**src/mmu_pkg.sv**
```systemverilog
package mmu_pkg;

    // page numbers and bus widths
    localparam int VPN_WIDTH  = 20;
    localparam int PPN_WIDTH  = 20;
    localparam int ADR_WIDTH  = 32;
    localparam int PTE_WIDTH  = 32;

    // reserved bits between ppn and the valid bit
    localparam int FLAG_WIDTH = PTE_WIDTH - PPN_WIDTH - 1;

    // one page table entry, as read from memory
    typedef struct packed {
        logic [PPN_WIDTH-1:0]  ppn;
        logic [FLAG_WIDTH-1:0] flags; // unused for now
        logic                  valid; // bit 0
    } pte_t;

endpackage

```
**src/tlb_if.sv**
```systemverilog
`timescale 1ns/1ps

interface tlb_if;

    logic                             cs;
    logic                             we;
    logic [mmu_pkg::VPN_WIDTH-1:0]    vpn;
    mmu_pkg::pte_t                    pte_in;
    logic                             pte_hit;  // one cycle after a read
    mmu_pkg::pte_t                    pte_out;

    modport ctrl (
        output cs,
        output we,
        output vpn,
        output pte_in,
        input  pte_hit,
        input  pte_out
    );

    modport tlb (
        input  cs,
        input  we,
        input  vpn,
        input  pte_in,
        output pte_hit,
        output pte_out
    );

endinterface

```
**src/xlate_ctrl.sv**
```systemverilog
`timescale 1ns/1ps

module xlate_ctrl (
    input  logic                          clk,
    input  logic                          rstn,
    tlb_if.ctrl                           tbus,

    input  logic                          req,
    input  logic [mmu_pkg::VPN_WIDTH-1:0] req_vpn,
    output logic                          req_ready,
    output logic                          resp_valid,
    output logic [mmu_pkg::PPN_WIDTH-1:0] resp_ppn,
    output logic                          resp_fault,

    input  logic [mmu_pkg::ADR_WIDTH-1:0] pt_base,
    output logic                          wb_cyc,
    output logic                          wb_stb,
    output logic [mmu_pkg::ADR_WIDTH-1:0] wb_adr,
    input  logic [mmu_pkg::PTE_WIDTH-1:0] wb_dat_i,
    input  logic                          wb_ack
);

    typedef enum logic [2:0] {
        S_IDLE,
        S_LOOKUP,
        S_WALK,
        S_FILL,
        S_RESPOND
    } state_t;

    state_t                          state;
    state_t                          state_nx;
    logic                            accept;
    logic [mmu_pkg::VPN_WIDTH-1:0]   vpn_q;
    mmu_pkg::pte_t                   pte_q;
    mmu_pkg::pte_t                   pte_bus;
    logic [mmu_pkg::ADR_WIDTH-1:0]   pt_off;

    assign accept  = req && req_ready;
    assign pte_bus = wb_dat_i;

    always_comb begin
        state_nx = state;
        case (state)
            S_IDLE: begin
                if (accept) begin
                    state_nx = S_LOOKUP;
                end
            end
            S_LOOKUP: state_nx = tbus.pte_hit ? S_IDLE : S_WALK;
            S_WALK: begin
                if (wb_ack) begin
                    state_nx = pte_bus.valid ? S_FILL : S_RESPOND;
                end
            end
            S_FILL:    state_nx = S_IDLE;
            S_RESPOND: state_nx = S_IDLE; // fault, nothing cached
            default:   state_nx = S_IDLE;
        endcase
    end

    always_ff @(posedge clk or negedge rstn) begin
        if (!rstn) begin
            state      <= S_IDLE;
            req_ready  <= 1'b0;
            resp_valid <= 1'b0;
            wb_cyc     <= 1'b0;
        end else begin
            state      <= state_nx;
            req_ready  <= (state_nx == S_IDLE);
            wb_cyc     <= (state_nx == S_WALK);  // drops after the ack cycle
            resp_valid <= (state == S_LOOKUP && tbus.pte_hit) ||
                          (state == S_FILL) || (state == S_RESPOND);
        end
    end

    always_ff @(posedge clk) begin
        if (accept) begin
            vpn_q <= req_vpn;
        end
        if (state == S_WALK && wb_ack) begin
            pte_q <= pte_bus;
        end
        case (state)
            S_LOOKUP:  resp_ppn <= tbus.pte_out.ppn;
            S_FILL:    resp_ppn <= pte_q.ppn;
            default:   resp_ppn <= '0;
        endcase
        resp_fault <= (state == S_RESPOND);
    end

    // tlb read in the accept cycle, write in the fill cycle
    assign tbus.cs     = accept || (state == S_FILL);
    assign tbus.we     = (state == S_FILL);
    assign tbus.vpn    = (state == S_IDLE) ? req_vpn : vpn_q;
    assign tbus.pte_in = pte_q;

    // byte address of the pte, four bytes per entry
    assign pt_off = {{(mmu_pkg::ADR_WIDTH - mmu_pkg::VPN_WIDTH - 2){1'b0}}, vpn_q, 2'b00};
    assign wb_adr = pt_base + pt_off;
    assign wb_stb = wb_cyc;

endmodule
```
**src/flat_wrapper.sv**
```systemverilog
// flat-port wrapper written by rule: the top's interface ports become plain ports
module xlate_ctrl_flat 
  (clk, rstn, req, req_vpn, req_ready, resp_valid, resp_ppn, resp_fault, pt_base, wb_cyc, wb_stb, wb_adr, wb_dat_i, wb_ack, tbus_cs, tbus_we, tbus_vpn, tbus_pte_in, tbus_pte_hit, tbus_pte_out);
  tlb_if tbus_i ();
  input  logic clk;
  input  logic rstn;
  input  logic req;
  input  logic [mmu_pkg::VPN_WIDTH-1:0] req_vpn;
  output logic req_ready;
  output logic resp_valid;
  output logic [mmu_pkg::PPN_WIDTH-1:0] resp_ppn;
  output logic resp_fault;
  input  logic [mmu_pkg::ADR_WIDTH-1:0] pt_base;
  output logic wb_cyc;
  output logic wb_stb;
  output logic [mmu_pkg::ADR_WIDTH-1:0] wb_adr;
  input  logic [mmu_pkg::PTE_WIDTH-1:0] wb_dat_i;
  input  logic wb_ack;
  output wire logic [$bits(tbus_i.cs)-1:0] tbus_cs;
  output wire logic [$bits(tbus_i.we)-1:0] tbus_we;
  output wire logic [$bits(tbus_i.vpn)-1:0] tbus_vpn;
  output wire logic [$bits(tbus_i.pte_in)-1:0] tbus_pte_in;
  input wire logic [$bits(tbus_i.pte_hit)-1:0] tbus_pte_hit;
  input wire logic [$bits(tbus_i.pte_out)-1:0] tbus_pte_out;
  assign tbus_cs = tbus_i.cs;
  assign tbus_we = tbus_i.we;
  assign tbus_vpn = tbus_i.vpn;
  assign tbus_pte_in = tbus_i.pte_in;
  assign tbus_i.pte_hit = tbus_pte_hit;
  assign tbus_i.pte_out = tbus_pte_out;
  xlate_ctrl u_core (.clk(clk), .rstn(rstn), .tbus(tbus_i), .req(req), .req_vpn(req_vpn), .req_ready(req_ready), .resp_valid(resp_valid), .resp_ppn(resp_ppn), .resp_fault(resp_fault), .pt_base(pt_base), .wb_cyc(wb_cyc), .wb_stb(wb_stb), .wb_adr(wb_adr), .wb_dat_i(wb_dat_i), .wb_ack(wb_ack));
endmodule
```
**config.mk**
```make
export PLATFORM = sky130hd
export DESIGN_NAME = xlate_ctrl_flat
export DESIGN_NICKNAME = d
export VERILOG_FILES = /design/src/mmu_pkg.sv /design/src/tlb_if.sv /design/src/xlate_ctrl.sv /design/src/flat_wrapper.sv
export SDC_FILE = /design/constraint.sdc
export NUM_CORES = 1
export LEC_CHECK = 0
export BUFFER_PORTS_ARGS = -buffer_cell sky130_fd_sc_hd__buf_4
export CAP_MARGIN = 0
export CORE_UTILIZATION = 47
export DETAILED_ROUTE_END_ITERATION = 6
export PLACE_DENSITY_LB_ADDON = 0.08
export SLEW_MARGIN = 20
export SYNTH_ARGS = -nofsm -noshare
export SYNTH_HDL_FRONTEND = slang
export SYNTH_SLANG_ARGS = --single-unit
```
**constraint.sdc**
```tcl
create_clock -name clk -period 15.7 [get_ports clk]
set_clock_uncertainty 0.15 [all_clocks]
set_input_delay 4.71 -clock clk [delete_from_list [all_inputs] [get_ports clk]]
set_output_delay 4.71 -clock clk [all_outputs]
set_load 0.02 [all_outputs]
```
==> impl_results.md <==
- Critical Path RT: ~11 ns
- Worst Tran Pin Value: 0.876 ns
- Gp weighted congestion: 0.862
- Largest net degree at the start of global routing: 35
- Worst-skew pair later-pin latency: 0.35 ns
- Row count: 33
- Synth unique cells: 45
- Post-CTS setup buffer count: 0
- Die Wd: 93.8 um
- Clock Tree Buf Depth: 2
- Antenna diodes: 0
- Crit-path max cell delay: ~0.53 ns
- Reg2Reg Launch Point: u_core.state[1]$_DFF_PN0_
- Detailed-router iteration count before antenna repair: 5
- Post-cts resize count: 0
- Cell taking the most area after synthesis: edfxtp_1
- Core Area: between 8000 and 9000 um^2
- Max H-tree Level: 3
- First-pass GRT wire length: 16.5 mm
- Critical hold path startpoint: u_core.tbus.pte_in[25]$_DFFE_PP_
- Antenna violations before repair: 0
- FF-to-FF path depth: 3
- Post-synth net total: between 400 and 500
- Final Hold Fails: 0
- Seq cells post-synth: 79
- Final #Nets: 698
- Ys async rst share: 0.0759
- Max Clk Rate: 0.0829 GHz
- Remaining antenna violation count: 0
- Synth Instances: 338
- Total CTS buffers: 9
- PortBufs: 215
- CP endpoint kind: primary output
- Cell mode on critical path: buf_4
- Top Family by Delay on Critical Path: compound AO/OA/AOI/OAI gates
- Final setup vio count: 0
- Grt ovf: 0
- Tmin final: 12.06 ns
- RSZ-0062 raised after global routing: false
- Max_cap viols: 0
- R2r setup slk: 13.78 ns
- Die area: approximately 9000 um^2
- Hold Path Sink: u_core.resp_ppn[13]$_DFF_P_
- Setup TNS: 0 ns
- Drt initial violations: 95
- Leakage: about 0.0026 uW
- Layout area overhead: 48.9%
- Die height: between 90 and 100 um
- Syn Area/Cell: between 10 and 15 um^2
- Post-synth EDFFs: 52
- Vias in the first global route: 3465
- Final worst-path cycle share: 0.768
- Final WL: between 10 and 15 mm
- Post-synthesis sequential area ratio: 0.538
- Slew Limit Headroom: 0.413
- Bufs and invs on worst path: 3
- I/O pins: 232
- Vias per cell: 5.26
- CTS Sinks: ~80
- Fin Hold WS: 0.363 ns
- # fillers: 634
- Cell Area, Synth: 3960 um^2
- WHS Path Cells: 1
- Critical Path Fanout Max: 3
- GRT Total Usage: 0.249
- Synth area leaders: edfxtp_1 (39%), dfxtp_1 (11%), ha_1 (6.3%)
- # DRC: 0
- Main synth FF type: edfxtp_1
- Clk slew on worst S/H paths: 0.09 ns
- # hold bufs at CTS: 0
- Critical Path, Cell by Cell: buf_4 > ha_1 > inv_1 > fa_1 > nand2b_1 > a21o_1 > a2111oi_0 > nor3b_1 > a211oi_1 > xor2_1 > buf_4
- Critical Path Slowest Stage Cell: a2111oi_0
- Top-area cell type share of the netlist area: 0.394
- WL/cell: 16.7 um
- Power Density: 153 nW/um^2
- Starting density of the core: 0.485
- Startpoint class of the critical path: input pin
- Via count: 3504
- Max IR drop VDD: 0.0943 mV
- Critical path class: in -> out
- DP HPWL: 8.59 mm
- WP data arrival: 7.20 ns
- Worst Hold Class: reg -> reg
- Synth warn: 0
- Slew Viols, Final: 0
- TritonCTS clock tree: built
- Share of layout cells above drive strength 1: 0.471
- Worst r2r dst: u_core.state[0]$_DFF_PN0_
- Status: complete, no violations
- Clk root buf: clkbuf_8
- Most numerous cell in the Yosys netlist: edfxtp_1
- Post-synth top cells: edfxtp_1 (52), a21oi_1 (27), nand2_1 (24), a22o_1 (21), dfxtp_1 (21)
==> area by class of cell <==
class | instances | area [um^2] | share of cell area
well taps | 105 | 131 | 0.0223
flip-flops and latches | 79 | 2130 | 0.361
clock inverters | 7 | 78.8 | 0.0134
multi-input cells | 237 | 1750 | 0.296
inverters | 9 | 33.8 | 0.00573
clock buffers | 9 | 124 | 0.0210
repair buffers | 220 | 1650 | 0.280
==> state kept, by name, indices dropped and copies added (netlist names) <==
| register | cells |
|---|---|
| u_core.tbus.pte_in | 32 |
| u_core.req_ready | 1 |
| u_core.resp_fault | 1 |
| u_core.vpn_q | 20 |
| u_core.wb_cyc | 1 |
| u_core.resp_valid | 1 |
| u_core.resp_ppn | 20 |
| u_core.state | 3 |
==> power breakdown <==
group	internal, uW	total [uW]	switching [uW]
Clock	75.4	155	79.9
Sequential	270	290	20.5
Combinational	201	457	256
==> per-stage QoR <==
step	instance area (um^2)	util	setup WS [ns]	total power, uW	cells
3_3_place_gp	5700	0.697	3.67	745	650
5_1_grt	5900	0.722	3.45	949	666
4_1_cts	5900	0.722	3.59	909	666
3_5_place_dp	5700	0.697	3.59	752	650
2_1_floorplan	3960	-	3.95	560	338
6_report	5900	0.722	3.64	902	666
==> cell families after synthesis <==
| family | after synthesis | share of synthesized area |
|---|---|---|
| buffers and inverters | 22 | 0.0237 |
| multiplexers | 19 | 0.0540 |
| adder cells (fa/ha/maj) | 21 | 0.0682 |
| flip-flops | 79 | 0.538 |
| XOR/XNOR | 27 | 0.0597 |
| AND/OR/NAND/NOR | 80 | 0.102 |
| AO/OA/AOI/OAI | 90 | 0.154 |
==> layer usage <==
layer,track usage,vias up,part of all wire
met5,0,-,0
met4,0.0949,0,0.020
met3,0.0882,19,0.099
met2,0.441,145,0.51
met1,0.272,1637,0.37
li1,-,1703,-
==> cells in the final DEF (no fill, tap or decap), types with 11 or more instances in the layout <==
cell type  count
a21oi_1       27
xor2_1        11
a22o_1        21
buf_4        220
dfxtp_1       21
o21ai_0       13
ha_1          20
nand2_1       24
nor2_1        18
xnor2_1       16
mux2_2        19
edfxtp_1      52
==> worst reg2reg max path, delay by kind of cell (launching register included) <==
family | cells | cell delay [ns]
buf+inv | 1 | 0.35
compound gates | 1 | 0.15
simple gates | 1 | 0.75
flops | 1 | 0.46
==> worst max-delay path by stage <==
| stage | start | end | slack, ns | cells past startpoint |
|---|---|---|---|---|
| 6_report | pt_base[2] | wb_adr[28] | 3.64 | 11 |
| 3_3_place_gp | pt_base[2] | wb_adr[28] | 3.67 | 11 |
| 3_5_place_dp | pt_base[2] | wb_adr[28] | 3.59 | 11 |
| 2_1_floorplan | pt_base[2] | wb_adr[28] | 3.95 | 9 |
| 5_1_grt | pt_base[2] | wb_adr[28] | 3.45 | 11 |
| 4_1_cts | pt_base[2] | wb_adr[28] | 3.59 | 11 |
Note: power is estimated with default switching activity, not from simulation.
